### src/hw/board_io_pkg.sv
//----------------------------
// Board-facing types for display, LEDs, buttons, switches and interrupts
// Also holds the hex font used by the display scanner
//----------------------------
package board_io_pkg;

	// One display digit
	typedef logic [3:0] hex_digit_t;

	// Segments active low, bit 0 is segment a
	typedef logic [6:0] seg_t;

	// Anodes active low, one-hot while scanning
	typedef logic [3:0] anode_t;

	// Board LEDs, push buttons and slide switches
	typedef logic [7:0] led_t;
	typedef logic [3:0] btn_t;
	typedef logic [7:0] sw_t;

	// Interrupt lines to the CPU side, active low
	typedef struct packed {
		logic timer_n;
		logic gpio_n;
	} irq_vec_t;

	//----------------------------
	// Hex font, index is the nibble value
	//----------------------------
	localparam seg_t SEG_FONT [16] = '{
		7'b1000000, 7'b1111001, 7'b0100100, 7'b0110000,
		7'b0011001, 7'b0010010, 7'b0000010, 7'b1111000,
		7'b0000000, 7'b0010000, 7'b0001000, 7'b0000011,
		7'b1000110, 7'b0100001, 7'b0000110, 7'b0001110
	};

endpackage

### src/hw/soc_bus_pkg.sv
//----------------------------
// Wishbone types, address map and register offsets of the peripheral bus
// Referenced by scoped names from the decoder, the slaves and the top level
//----------------------------
package soc_bus_pkg;

	// Plain bus vectors
	typedef logic [31:0] wb_adr_t;
	typedef logic [31:0] wb_dat_t;
	typedef logic [3:0]  wb_sel_t;

	// Region field is adr[31:17], register index is adr[3:2]
	typedef logic [14:0] region_t;
	typedef logic [1:0]  reg_idx_t;

	// One classic request, master to slave
	typedef struct packed {
		wb_adr_t adr;
		wb_dat_t dat;
		wb_sel_t sel;
		logic    we;
		logic    cyc;
		logic    stb;
	} wb_req_t;

	// One response, slave to master
	typedef struct packed {
		wb_dat_t dat;
		logic    ack;
	} wb_rsp_t;

	//----------------------------
	// Address map
	//----------------------------
	localparam region_t REGION_TIMER = 15'h7001;
	localparam region_t REGION_GPIO  = 15'h7002;

	// GPIO register indices
	localparam reg_idx_t GPIO_REG_IN   = 2'd0;
	localparam reg_idx_t GPIO_REG_OUT  = 2'd1;
	localparam reg_idx_t GPIO_REG_MASK = 2'd2;

	// Timer register indices
	localparam reg_idx_t TMR_REG_CTRL = 2'd0;
	localparam reg_idx_t TMR_REG_CMP  = 2'd1;
	localparam reg_idx_t TMR_REG_CNT  = 2'd2;

	// Timer control bits
	localparam int TMR_CTRL_EN   = 0;
	localparam int TMR_CTRL_AUTO = 1;
	localparam int TMR_CTRL_PEND = 2;

	// Byte-lane merge of a write into an existing word
	function automatic wb_dat_t wb_merge(wb_dat_t old_dat, wb_dat_t new_dat, wb_sel_t sel);
		wb_dat_t res;
		res = old_dat;
		for (int i = 0; i < 4; i++)
		begin
			if (sel[i])
			begin
				res[8*i +: 8] = new_dat[8*i +: 8];
			end
		end
		return res;
	endfunction

endpackage
### src/hw/periph_top.sv
//----------------------------
// Peripheral block top level with one Wishbone slave port
// Wires decoder, GPIO, timer and display scanner to the board pins
//----------------------------
`timescale 1ns/100ps

module periph_top
#(
	parameter int scan_div = 4
)
(
	input  logic                   clk_i,
	input  logic                   rst_n_i,
	input  soc_bus_pkg::wb_req_t   wb_req_i,
	output soc_bus_pkg::wb_rsp_t   wb_rsp_o,
	input  board_io_pkg::btn_t     btn_i,
	input  board_io_pkg::sw_t      sw_i,
	output board_io_pkg::led_t     led_o,
	output board_io_pkg::seg_t     seg_o,
	output board_io_pkg::anode_t   an_o,
	output board_io_pkg::irq_vec_t irq_n_o
);

	soc_bus_pkg::wb_req_t gpio_req;
	soc_bus_pkg::wb_req_t tmr_req;
	soc_bus_pkg::wb_rsp_t gpio_rsp;
	soc_bus_pkg::wb_rsp_t tmr_rsp;
	soc_bus_pkg::wb_dat_t gpio_out;
	logic gpio_irq;
	logic tmr_irq;

	//----------------------------
	// Bus side
	//----------------------------
	periph_decode periph_decode_i (
		.clk_i      (clk_i),
		.rst_n_i    (rst_n_i),
		.req_i      (wb_req_i),
		.gpio_req_o (gpio_req),
		.tmr_req_o  (tmr_req),
		.gpio_rsp_i (gpio_rsp),
		.tmr_rsp_i  (tmr_rsp),
		.rsp_o      (wb_rsp_o)
	);

	gpio_port gpio_port_i (
		.clk_i      (clk_i),
		.rst_n_i    (rst_n_i),
		.req_i      (gpio_req),
		.rsp_o      (gpio_rsp),
		.btn_i      (btn_i),
		.sw_i       (sw_i),
		.gpio_out_o (gpio_out),
		.irq_o      (gpio_irq)
	);

	tick_timer tick_timer_i (
		.clk_i   (clk_i),
		.rst_n_i (rst_n_i),
		.req_i   (tmr_req),
		.rsp_o   (tmr_rsp),
		.irq_o   (tmr_irq)
	);

	//----------------------------
	// Board side
	//----------------------------
	sevenseg_scan #(
		.scan_div (scan_div)
	) sevenseg_scan_i (
		.clk_i   (clk_i),
		.rst_n_i (rst_n_i),
		.value_i (gpio_out),
		.seg_o   (seg_o),
		.an_o    (an_o)
	);

	// LEDs show the low byte of the GPIO output
	assign led_o = gpio_out[7:0];

	// Active-low interrupt vector
	assign irq_n_o.timer_n = ~tmr_irq;
	assign irq_n_o.gpio_n  = ~gpio_irq;

endmodule

### src/hw/sevenseg_scan.sv
//----------------------------
// Four-digit multiplexed display scanner
// Shows the low 16 bits of value_i, digit 0 on the rightmost anode
//----------------------------
`timescale 1ns/100ps

module sevenseg_scan
#(
	parameter int scan_div = 4
)
(
	input  logic                   clk_i,
	input  logic                   rst_n_i,
	input  soc_bus_pkg::wb_dat_t   value_i,
	output board_io_pkg::seg_t     seg_o,
	output board_io_pkg::anode_t   an_o
);

	localparam int PW = $clog2(scan_div + 1);
	localparam logic [PW-1:0] PRESC_LAST = PW'(scan_div - 1);

	typedef enum logic {
		ST_BLANK,
		ST_SCAN
	} scan_state_t;

	scan_state_t state_q;
	logic [PW-1:0] presc_q;
	logic [1:0] digit_q;
	logic [1:0] digit_nxt;
	board_io_pkg::hex_digit_t nibble;
	board_io_pkg::seg_t seg_q;
	board_io_pkg::anode_t an_q;

	// Step to the next digit at the end of each period
	assign digit_nxt = (state_q == ST_SCAN && presc_q == PRESC_LAST) ? digit_q + 2'd1 : digit_q;
	assign nibble    = value_i[{digit_nxt, 2'b00} +: 4];

	always_ff @(posedge clk_i or negedge rst_n_i)
	begin
		if (!rst_n_i)
		begin
			state_q <= ST_BLANK;
			presc_q <= '0;
			digit_q <= 2'd0;
			seg_q   <= '1;
			an_q    <= '1;
		end
		else
		begin
			// Blank one cycle after reset, then scan for good
			state_q <= ST_SCAN;
			if (state_q == ST_SCAN)
				presc_q <= (presc_q == PRESC_LAST) ? '0 : presc_q + 1'b1;
			digit_q <= digit_nxt;
			// Anode and pattern change on the same edge
			an_q    <= ~(4'b0001 << digit_nxt);
			seg_q   <= board_io_pkg::SEG_FONT[nibble];
		end
	end

	assign seg_o = seg_q;
	assign an_o  = an_q;

endmodule

### src/hw/tick_timer.sv
//----------------------------
// Compare timer slave with enable, auto-reload and sticky pending
// Write one to the pending bit to clear it
//----------------------------
`timescale 1ns/100ps

module tick_timer
(
	input  logic                 clk_i,
	input  logic                 rst_n_i,
	input  soc_bus_pkg::wb_req_t req_i,
	output soc_bus_pkg::wb_rsp_t rsp_o,
	output logic                 irq_o
);

	soc_bus_pkg::wb_dat_t cmp_q;
	soc_bus_pkg::wb_dat_t cnt_q;
	soc_bus_pkg::wb_dat_t rdat_q;
	soc_bus_pkg::wb_dat_t ctrl_rd;
	soc_bus_pkg::reg_idx_t idx;
	logic en_q;
	logic auto_q;
	logic pend_q;
	logic ack_q;
	logic access;
	logic ctrl_wr;
	logic hit;

	assign idx     = req_i.adr[3:2];
	assign access  = req_i.cyc & req_i.stb & ~ack_q;
	// Control bits live in byte lane 0
	assign ctrl_wr = access & req_i.we & req_i.sel[0] & (idx == soc_bus_pkg::TMR_REG_CTRL);
	// Match while running
	assign hit     = en_q & (cnt_q == cmp_q);

	always_ff @(posedge clk_i or negedge rst_n_i)
	begin
		if (!rst_n_i)
		begin
			ack_q  <= 1'b0;
			en_q   <= 1'b0;
			auto_q <= 1'b0;
			pend_q <= 1'b0;
			cmp_q  <= '0;
			cnt_q  <= '0;
		end
		else
		begin
			ack_q <= access;
			if (ctrl_wr)
				auto_q <= req_i.dat[soc_bus_pkg::TMR_CTRL_AUTO];
			// Software enable, or stop after a one-shot match
			if (ctrl_wr)
				en_q <= req_i.dat[soc_bus_pkg::TMR_CTRL_EN];
			else if (hit && !auto_q)
				en_q <= 1'b0;
			// Match wins over a clear in the same cycle
			if (hit)
				pend_q <= 1'b1;
			else if (ctrl_wr && req_i.dat[soc_bus_pkg::TMR_CTRL_PEND])
				pend_q <= 1'b0;
			if (access && req_i.we && idx == soc_bus_pkg::TMR_REG_CMP)
				cmp_q <= soc_bus_pkg::wb_merge(cmp_q, req_i.dat, req_i.sel);
			// Counter, bus write first, then reload or step
			if (access && req_i.we && idx == soc_bus_pkg::TMR_REG_CNT)
				cnt_q <= soc_bus_pkg::wb_merge(cnt_q, req_i.dat, req_i.sel);
			else if (hit)
			begin
				if (auto_q)
					cnt_q <= '0;
			end
			else if (en_q)
				cnt_q <= cnt_q + 32'd1;
		end
	end

	// Control word as seen by a read
	always_comb
	begin
		ctrl_rd = '0;
		ctrl_rd[soc_bus_pkg::TMR_CTRL_EN]   = en_q;
		ctrl_rd[soc_bus_pkg::TMR_CTRL_AUTO] = auto_q;
		ctrl_rd[soc_bus_pkg::TMR_CTRL_PEND] = pend_q;
	end

	always_ff @(posedge clk_i)
	begin
		if (access)
		begin
			case (idx)
				soc_bus_pkg::TMR_REG_CTRL: rdat_q <= ctrl_rd;
				soc_bus_pkg::TMR_REG_CMP:  rdat_q <= cmp_q;
				soc_bus_pkg::TMR_REG_CNT:  rdat_q <= cnt_q;
				default:                   rdat_q <= '0;
			endcase
		end
	end

	assign rsp_o.ack = ack_q;
	assign rsp_o.dat = rdat_q;
	// Interrupt is the pending flag itself
	assign irq_o     = pend_q;

endmodule

### src/hw/gpio_port.sv
//----------------------------
// GPIO slave with input, output and interrupt-mask registers
// Buttons reach the input register only while switch 1 is on
//----------------------------
`timescale 1ns/100ps

module gpio_port
(
	input  logic                 clk_i,
	input  logic                 rst_n_i,
	input  soc_bus_pkg::wb_req_t req_i,
	output soc_bus_pkg::wb_rsp_t rsp_o,
	input  board_io_pkg::btn_t   btn_i,
	input  board_io_pkg::sw_t    sw_i,
	output soc_bus_pkg::wb_dat_t gpio_out_o,
	output logic                 irq_o
);

	soc_bus_pkg::wb_dat_t in_q;
	soc_bus_pkg::wb_dat_t out_q;
	soc_bus_pkg::wb_dat_t mask_q;
	soc_bus_pkg::wb_dat_t rdat_q;
	soc_bus_pkg::reg_idx_t idx;
	logic ack_q;
	logic access;
	logic irq_q;

	assign idx    = req_i.adr[3:2];
	// New access only when not acking already
	assign access = req_i.cyc & req_i.stb & ~ack_q;

	always_ff @(posedge clk_i or negedge rst_n_i)
	begin
		if (!rst_n_i)
		begin
			ack_q  <= 1'b0;
			in_q   <= '0;
			out_q  <= '0;
			mask_q <= '0;
			irq_q  <= 1'b0;
		end
		else
		begin
			ack_q <= access;
			// Buttons in bits 11 to 8 under switch 1
			in_q  <= sw_i[1] ? {20'b0, btn_i, 8'b0} : '0;
			// Level interrupt on any masked input bit
			irq_q <= |(in_q & mask_q);
			if (access && req_i.we)
			begin
				if (idx == soc_bus_pkg::GPIO_REG_OUT)
					out_q <= soc_bus_pkg::wb_merge(out_q, req_i.dat, req_i.sel);
				if (idx == soc_bus_pkg::GPIO_REG_MASK)
					mask_q <= soc_bus_pkg::wb_merge(mask_q, req_i.dat, req_i.sel);
			end
		end
	end

	// Read data captured with the ack
	always_ff @(posedge clk_i)
	begin
		if (access)
		begin
			case (idx)
				soc_bus_pkg::GPIO_REG_IN:   rdat_q <= in_q;
				soc_bus_pkg::GPIO_REG_OUT:  rdat_q <= out_q;
				soc_bus_pkg::GPIO_REG_MASK: rdat_q <= mask_q;
				default:                    rdat_q <= '0;
			endcase
		end
	end

	assign rsp_o.ack  = ack_q;
	assign rsp_o.dat  = rdat_q;
	assign gpio_out_o = out_q;
	assign irq_o      = irq_q;

endmodule

### src/hw/periph_decode.sv
//----------------------------
// Peripheral address decoder on the Wishbone slave port
// Gates the strobe per region, acks unmapped regions with zero data
//----------------------------
`timescale 1ns/100ps

module periph_decode
(
	input  logic                 clk_i,
	input  logic                 rst_n_i,
	input  soc_bus_pkg::wb_req_t req_i,
	output soc_bus_pkg::wb_req_t gpio_req_o,
	output soc_bus_pkg::wb_req_t tmr_req_o,
	input  soc_bus_pkg::wb_rsp_t gpio_rsp_i,
	input  soc_bus_pkg::wb_rsp_t tmr_rsp_i,
	output soc_bus_pkg::wb_rsp_t rsp_o
);

	soc_bus_pkg::region_t region;
	logic gpio_hit;
	logic tmr_hit;
	logic miss_ack_q;

	// Region field of the byte address
	assign region   = req_i.adr[31:17];
	assign gpio_hit = (region == soc_bus_pkg::REGION_GPIO);
	assign tmr_hit  = (region == soc_bus_pkg::REGION_TIMER);

	// Same request to both slaves, only stb qualified
	always_comb
	begin
		gpio_req_o     = req_i;
		gpio_req_o.stb = req_i.stb & gpio_hit;
		tmr_req_o      = req_i;
		tmr_req_o.stb  = req_i.stb & tmr_hit;
	end

	//----------------------------
	// Acker for unmapped regions
	//----------------------------
	always_ff @(posedge clk_i or negedge rst_n_i)
	begin
		if (!rst_n_i)
		begin
			miss_ack_q <= 1'b0;
		end
		else
		begin
			// One cycle late, never twice in a row
			miss_ack_q <= req_i.cyc & req_i.stb & ~gpio_hit & ~tmr_hit & ~miss_ack_q;
		end
	end

	// Return path, data follows whichever slave acks
	always_comb
	begin
		rsp_o.ack = gpio_rsp_i.ack | tmr_rsp_i.ack | miss_ack_q;
		if (gpio_rsp_i.ack)
			rsp_o.dat = gpio_rsp_i.dat;
		else if (tmr_rsp_i.ack)
			rsp_o.dat = tmr_rsp_i.dat;
		else
			rsp_o.dat = '0;
	end

endmodule

### config.mk
export PLATFORM = sky130hd
export DESIGN_NAME = periph_top
export DESIGN_NICKNAME = d
export VERILOG_FILES = /design/src/hw/board_io_pkg.sv /design/src/hw/soc_bus_pkg.sv /design/src/hw/periph_top.sv /design/src/hw/sevenseg_scan.sv /design/src/hw/tick_timer.sv /design/src/hw/gpio_port.sv /design/src/hw/periph_decode.sv
export SDC_FILE = /design/constraint.sdc
export NUM_CORES = 1
export LEC_CHECK = 0
export ABC_AREA = 1
export BUFFER_PORTS_ARGS = -buffer_cell sky130_fd_sc_hd__buf_2
export CORE_UTILIZATION = 50
export DETAILED_ROUTE_END_ITERATION = 10
export GPL_TIMING_DRIVEN = 0
export HOLD_SLACK_MARGIN = 0.15
export PLACE_DENSITY = 0.71
export SYNTH_ARGS = -nofsm -noshare
export SYNTH_HDL_FRONTEND = slang
export SYNTH_SLANG_ARGS = --single-unit
### constraint.sdc
create_clock -name clk_i -period 6.5 [get_ports clk_i]
set_input_delay 0.975 -clock clk_i [delete_from_list [all_inputs] [get_ports clk_i]]
set_output_delay 0.975 -clock clk_i [all_outputs]
set_load 0.02 [all_outputs]
==> flow_summary.json, run 1 <==
{
  "syn_inst": 1512,
  "rsz0062_at_grt": "false",
  "via_count": 10660,
  "whs_ps": 401.3,
  "drt_iter0_drc": 1016,
  "start_kind": "flop",
  "setup_tns_ps": 0,
  "finalCritPeriodShare_pct": 47.47,
  "grt_pass1_vias": 9822,
  "finalHoldViolations": 0,
  "path_clk_slew_ps": 60,
  "portBuffers": 116,
  "grt_start_max_net_pins": 90,
  "maxSlewViolCount": 0,
  "tritoncts": "yes",
  "post_cts_resized": 0,
  "drc": 0,
  "detail_route.first_pass.iterations": 5,
  "area_growth_pct": 14.81,
  "boundaryPins": 139,
  "chipWidth_um": 156.0,
  "period_needed_ps": 3085,
  "num_rows": 55,
  "clock_latency_ps": 520,
  "power_density_nw_per_um2": 214.6,
  "ant_nets": 0,
  "r2r_end": "tick_timer_i.cnt_q[22]$_DFFE_PN0P_",
  "grt.overflow.total": 0,
  "avgSynthCellArea_um2": 7.846,
  "finalPower_uw": 2923,
  "antenna_found_initial": 0,
  "grt_use_total_pct": 29.87,
  "cts-root-buf": "clkbuf_16",
  "yosys.area.top_type": "dfrtp_1",
  "grt_pass1_wl_um": 54790,
  "drive_above_1_share_pct": 14.99,
  "hold_buffers": 0,
  "ys.flop_type": "dfrtp_1",
  "critPathKind": "reg -> out",
  "yosysSeqAreaShare_pct": 49.22,
  "setup_viol_count_final": 0,
  "leakage_uw": 0.006766,
  "seq_area_um2": 5839,
  "dp_worst_setup_slack_ps": 3155,
  "clkSinkCount": 220,
  "critical_path_arrival_ps": 2110,
  "ys_warn_count": 0,
  "cp_max_fo": 10,
  "hold_class": "in -> async",
  "r2r_start": "tick_timer_i.ack_q$_DFF_PN0_",
  "endpoint_kind": "output pin",
  "fmax_ghz": 0.3241,
  "nNetsFinal": 1750,
  "antennaDiodeCount": 0,
  "postCtsSetupRepairBufs": 0,
  "multi_input_area_um2": 4981,
  "ys_types": 44,
  "worst_pin_slew_ps": 1007,
  "nFillCells": 2175,
  "outcome": "complete, no violations",
  "clock_skew_ps": 6.187,
  "slew_headroom_pct": 32.51,
  "cts_htree_levels": 1,
  "worst_slack_ps": 3415,
  "netlist_top_cells_area": "dfrtp_1, nand2_1, edfxtp_1, nand3_1, inv_1",
  "via_per_inst": 5.363,
  "cts_made_buffers": 24,
  "wl_per_cell_um": 17.93,
  "dieArea_um2": 24350,
  "die_h_um": 156.0,
  "ys_async_sr_fraction_pct": 70.91,
  "netlist_area_um2": 11860,
  "initial_core_util_pct": 51.61,
  "r2r.worst_path.cells": 9,
  "gp_routability_congestion": 1.011,
  "reg2reg_slack_ps": 3900,
  "post-dp-hpwl_um": 27260,
  "drv_cap": 0,
  "yosysTopAreaCellShare_pct": 30.59,
  "coreArea_um2": 22980,
  "synth_edf_count": 64,
  "vdd_ir_drop_max_mv": 0.1487,
  "cp_data_required_time_ps": 5520,
  "drt-total-wl_um": 35640,
  "clockBufferDepth": 3,
  "synthesis.nets": 1605,
  "synth-seq-cells": 220
}
==> registers in the layout (all words and copies together), names as in the netlist, 7 cells and up <==
name,flops
tick_timer_i.cmp_q,32
gpio_port_i.mask_q,32
gpio_port_i.gpio_out_o,32
tick_timer_i.rdat_q,32
sevenseg_scan_i.seg_o,7
tick_timer_i.cnt_q,32
gpio_port_i.rdat_q,32
==> kinds of logic (layout without fill, tap and decap cells) <==
family,count (synthesis),count (layout),share of synthesized area (%)
AND/OR/NAND/NOR,828,828,29.06
buffers and inverters,246,408,8.891
XOR/XNOR,26,26,1.920
other,1,1,0.03161
flip-flops,220,220,49.22
AO/OA/AOI/OAI,183,183,10.03
adder cells (fa/ha/maj),8,8,0.8438
==> power by group <==
group	internal [uW]	total, uW	switching [uW]	leakage (uW)
combinational	51.2	193	142	0.00363
sequential	1450	1460	12.0	0.00279
clock	717	1270	550	0.000346
total	2220	2920	704	0.00677
==> cell type report <==
| type | count | area share (%) |
|---|---|---|
| Buffer | 67 | 2.811 |
| Inverter | 179 | 4.933 |
| Clock inverter | 7 | 0.2572 |
| Multi-Input combinational cell | 1046 | 36.57 |
| Timing Repair Buffer | 119 | 4.704 |
| Clock buffer | 36 | 4.970 |
| Tap cell | 313 | 2.876 |
| Sequential cell | 220 | 42.88 |
==> layout by cell type, fill, tap and decap left out, drive strengths merged, types with 2 or more instances in the layout <==
cell type	instances
nor2	92
o21ai	120
inv	178
nor3	8
a21oi	4
dfstp	11
o22ai	26
o221ai	5
nand2	560
clkinv	7
buf	155
a22o	23
nand4	9
and3	2
nand3b	2
xor2	21
clkbuf	67
or2	7
nand3	146
ha	8
dfrtp	145
edfxtp	64
xnor2	5
==> critical path, cell delays in order (launching register included) <==
cell	delay, ps
dfrtp_1	370
clkbuf_8	170
inv_1	170
buf_1	390
nand3_1	220
nand2_1	100
buf_2	160
==> through the flow <==
step	cells	area, um^2	util (%)
final	1987	13620	59.25
after global routing	1987	13620	59.25
after CTS	1987	13620	59.25
after detailed placement	1944	12910	56.16
after global placement	1941	12830	55.84
after floorplan	1512	11860	-
==> cell usage after synthesis (all sizes together) (9+ instances only) <==
| cell | count |
|---|---|
| a22o | 23 |
| buf | 36 |
| clkbuf | 31 |
| dfrtp | 145 |
| dfstp | 11 |
| edfxtp | 64 |
| inv | 178 |
| nand2 | 560 |
| nand3 | 146 |
| nand4 | 9 |
| nor2 | 92 |
| o21ai | 120 |
| o22ai | 26 |
| xor2 | 21 |
==> worst max-delay path by stage <==
stage,start,end,slack (ps),cells after the start
after floorplan,wb_req_i[59],gpio_port_i.rdat_q[0]$_DFFE_PN_,2330,4
after global placement,wb_req_i[59],gpio_port_i.rdat_q[14]$_DFFE_PN_,940,5
after detailed placement,wb_req_i[42],tick_timer_i.rdat_q[23]$_DFFE_PN_,3150,7
after CTS,gpio_port_i.ack_q$_DFF_PN0_,wb_rsp_o[19],3420,6
after global routing,gpio_port_i.ack_q$_DFF_PN0_,wb_rsp_o[17],3320,6
final,gpio_port_i.ack_q$_DFF_PN0_,wb_rsp_o[17],3410,6
==> per-layer routing <==
layer | vias up | wire length (um) | global-route usage (%)
met1 | 4992 | 16010 | 44.14
met3 | 58 | 2959 | 4.000
met4 | 0 | 922 | 8.683
met2 | 467 | 15740 | 45.75
li1 | 5140 | - | -
met5 | - | 0 | 0
Note: power is estimated with default switching activity, not from simulation.
==> run 2: changes to the inputs <==
==> constraint.sdc (replaced) <==
create_clock -name clk_i -period 3 [get_ports clk_i]
set_input_delay 0.45 -clock clk_i [delete_from_list [all_inputs] [get_ports clk_i]]
set_output_delay 0.45 -clock clk_i [all_outputs]
set_load 0.02 [all_outputs]
==> run 2 against run 1 <==
Clock skew up 7.3 ps. Die area unchanged. Critical path depth unchanged. Design area up 1.3%. Via count up 0.95%. Sequential power up 120%. Cell count up 0.30%. Utilization up 0.75 points. Sequential cell count unchanged. Global-route usage up 1.2 points.
==> flow_summary.json, run 2 (synthesized netlist as in run 1, its figures left out) <==
{
  "power_density_nw_per_um2": 483.2,
  "postCtsSetupRepairBufs": 0,
  "area_growth_pct": 16.25,
  "coreArea_um2": 22980,
  "worst_pin_slew_ps": 995.8,
  "post_cts_resized": 0,
  "maxSlewViolCount": 0,
  "period_needed_ps": 2583,
  "multi_input_area_um2": 4982,
  "nFillCells": 2156,
  "cts_made_buffers": 24,
  "nNetsFinal": 1755,
  "setup_tns_ps": 0,
  "endpoint_kind": "output pin",
  "initial_core_util_pct": 51.61,
  "finalHoldViolations": 0,
  "clock_skew_ps": 13.51,
  "grt.overflow.total": 0,
  "die_h_um": 156.0,
  "drv_cap": 0,
  "drc": 0,
  "layout_common_cells": "nand2_1, inv_1, dfrtp_1, nand3_1, buf_2",
  "via_per_inst": 5.398,
  "wl_per_cell_um": 18.52,
  "clockBufferDepth": 3,
  "via_count": 10760,
  "fmax_ghz": 0.3872,
  "hold_buffers": 5,
  "grt_pass1_vias": 10110,
  "cp_data_required_time_ps": 2550,
  "ant_nets": 0,
  "leakage_uw": 0.006839,
  "drt-total-wl_um": 36900,
  "clock_latency_ps": 520,
  "drive_above_1_share_pct": 15.06,
  "cp_max_fo": 10,
  "start_kind": "flop",
  "setup_viol_count_final": 0,
  "antennaDiodeCount": 0,
  "antenna_found_initial": 0,
  "critPathKind": "reg -> out",
  "slew_headroom_pct": 33.39,
  "grt_use_total_pct": 31.05,
  "dieArea_um2": 24350,
  "clkSinkCount": 220,
  "final_common_cell": "nand2_1",
  "gp_routability_congestion": 0.9731,
  "detail_route.first_pass.iterations": 6,
  "cts-root-buf": "clkbuf_16",
  "chipWidth_um": 156.0,
  "portBuffers": 116,
  "whs_ps": 171.8,
  "critical_path_arrival_ps": 2130,
  "grt_pass1_wl_um": 56830,
  "path_clk_slew_ps": 60,
  "tritoncts": "yes",
  "grt_start_max_net_pins": 92,
  "num_rows": 55,
  "outcome": "complete, no violations",
  "hold_class": "in -> reg",
  "finalCritPeriodShare_pct": 86.09,
  "post-dp-hpwl_um": 28220,
  "seq_area_um2": 5839,
  "cts_htree_levels": 1,
  "rsz0062_at_grt": "false",
  "drt_iter0_drc": 1040,
  "vdd_ir_drop_max_mv": 0.2913,
  "boundaryPins": 139
}
run 2: cell count changes in the layout (fill, tap and decap cells not counted), moves of 2 or more:
cell           change
dlygate4sd3_1      +5
bufinv_16          +3
clkinv_2           -3
buf_6              -2
clkbuf_8           +2
clkinv_1           -2
run 2: layout make-up:
type / instances / share of cell area [%]
Clock buffer: 39 / 5.135
Sequential cell: 220 / 42.34
Timing Repair Buffer: 124 / 5.153
Clock inverter: 5 / 0.7530
Inverter: 179 / 4.872
Multi-Input combinational cell: 1046 / 36.13
Buffer: 67 / 2.776
Tap cell: 313 / 2.840
run 2: worst max-delay path, stage by stage, from the launching register on:
cell	delay [ps]
dfrtp_1	370
clkbuf_8	170
inv_1	190
buf_1	390
nand3_1	230
nand2_1	100
buf_2	160
run 2: final timing paths:
kind	to	depth (start not counted)	from	slack (ps)
min reg2reg	gpio_port_i.gpio_out_o[24]$_DFFE_PN0P_	2	gpio_port_i.gpio_out_o[24]$_DFFE_PN0P_	490
max	wb_rsp_o[17]	6	gpio_port_i.ack_q$_DFF_PN0_	420
min in group asynchronous	sevenseg_scan_i.presc_q[0]$_DFFE_PN0P_	2	rst_n_i	480
min	gpio_port_i.in_q[8]$_DFF_PN0_	3	sw_i[1]	170
max reg2reg	tick_timer_i.cnt_q[8]$_DFFE_PN0P_	9	tick_timer_i.ack_q$_DFF_PN0_	450
max in group asynchronous	tick_timer_i.cmp_q[25]$_DFFE_PN0P_	3	rst_n_i	1670
run 2: layer usage:
metal	part of all wire [%]	track usage [%]
met1	44	44.92
met2	45	48.58
met3	8.7	4.111
met4	2.7	9.337
met5	0	0
run 2: metrics by stage:
step	instances	worst slack, ps	util [%]	cell area [um^2]	power [uW]
2_1_floorplan	1512	243.7	-	11870	3438
4_1_cts	1993	428.7	60.00	13790	6685
5_1_grt	1993	269.9	60.00	13790	6854
3_3_place_gp	1941	-904.2	55.86	12840	3633
3_5_place_dp	1944	263.1	56.25	12930	3649
6_report	1993	417.2	60.00	13790	6664
run 2: where the power goes:
| part | internal [uW] | switching, uW |
|---|---|---|
| clock network | 1870 | 1200 |
| logic | 115 | 312 |
| registers | 3140 | 27.2 |
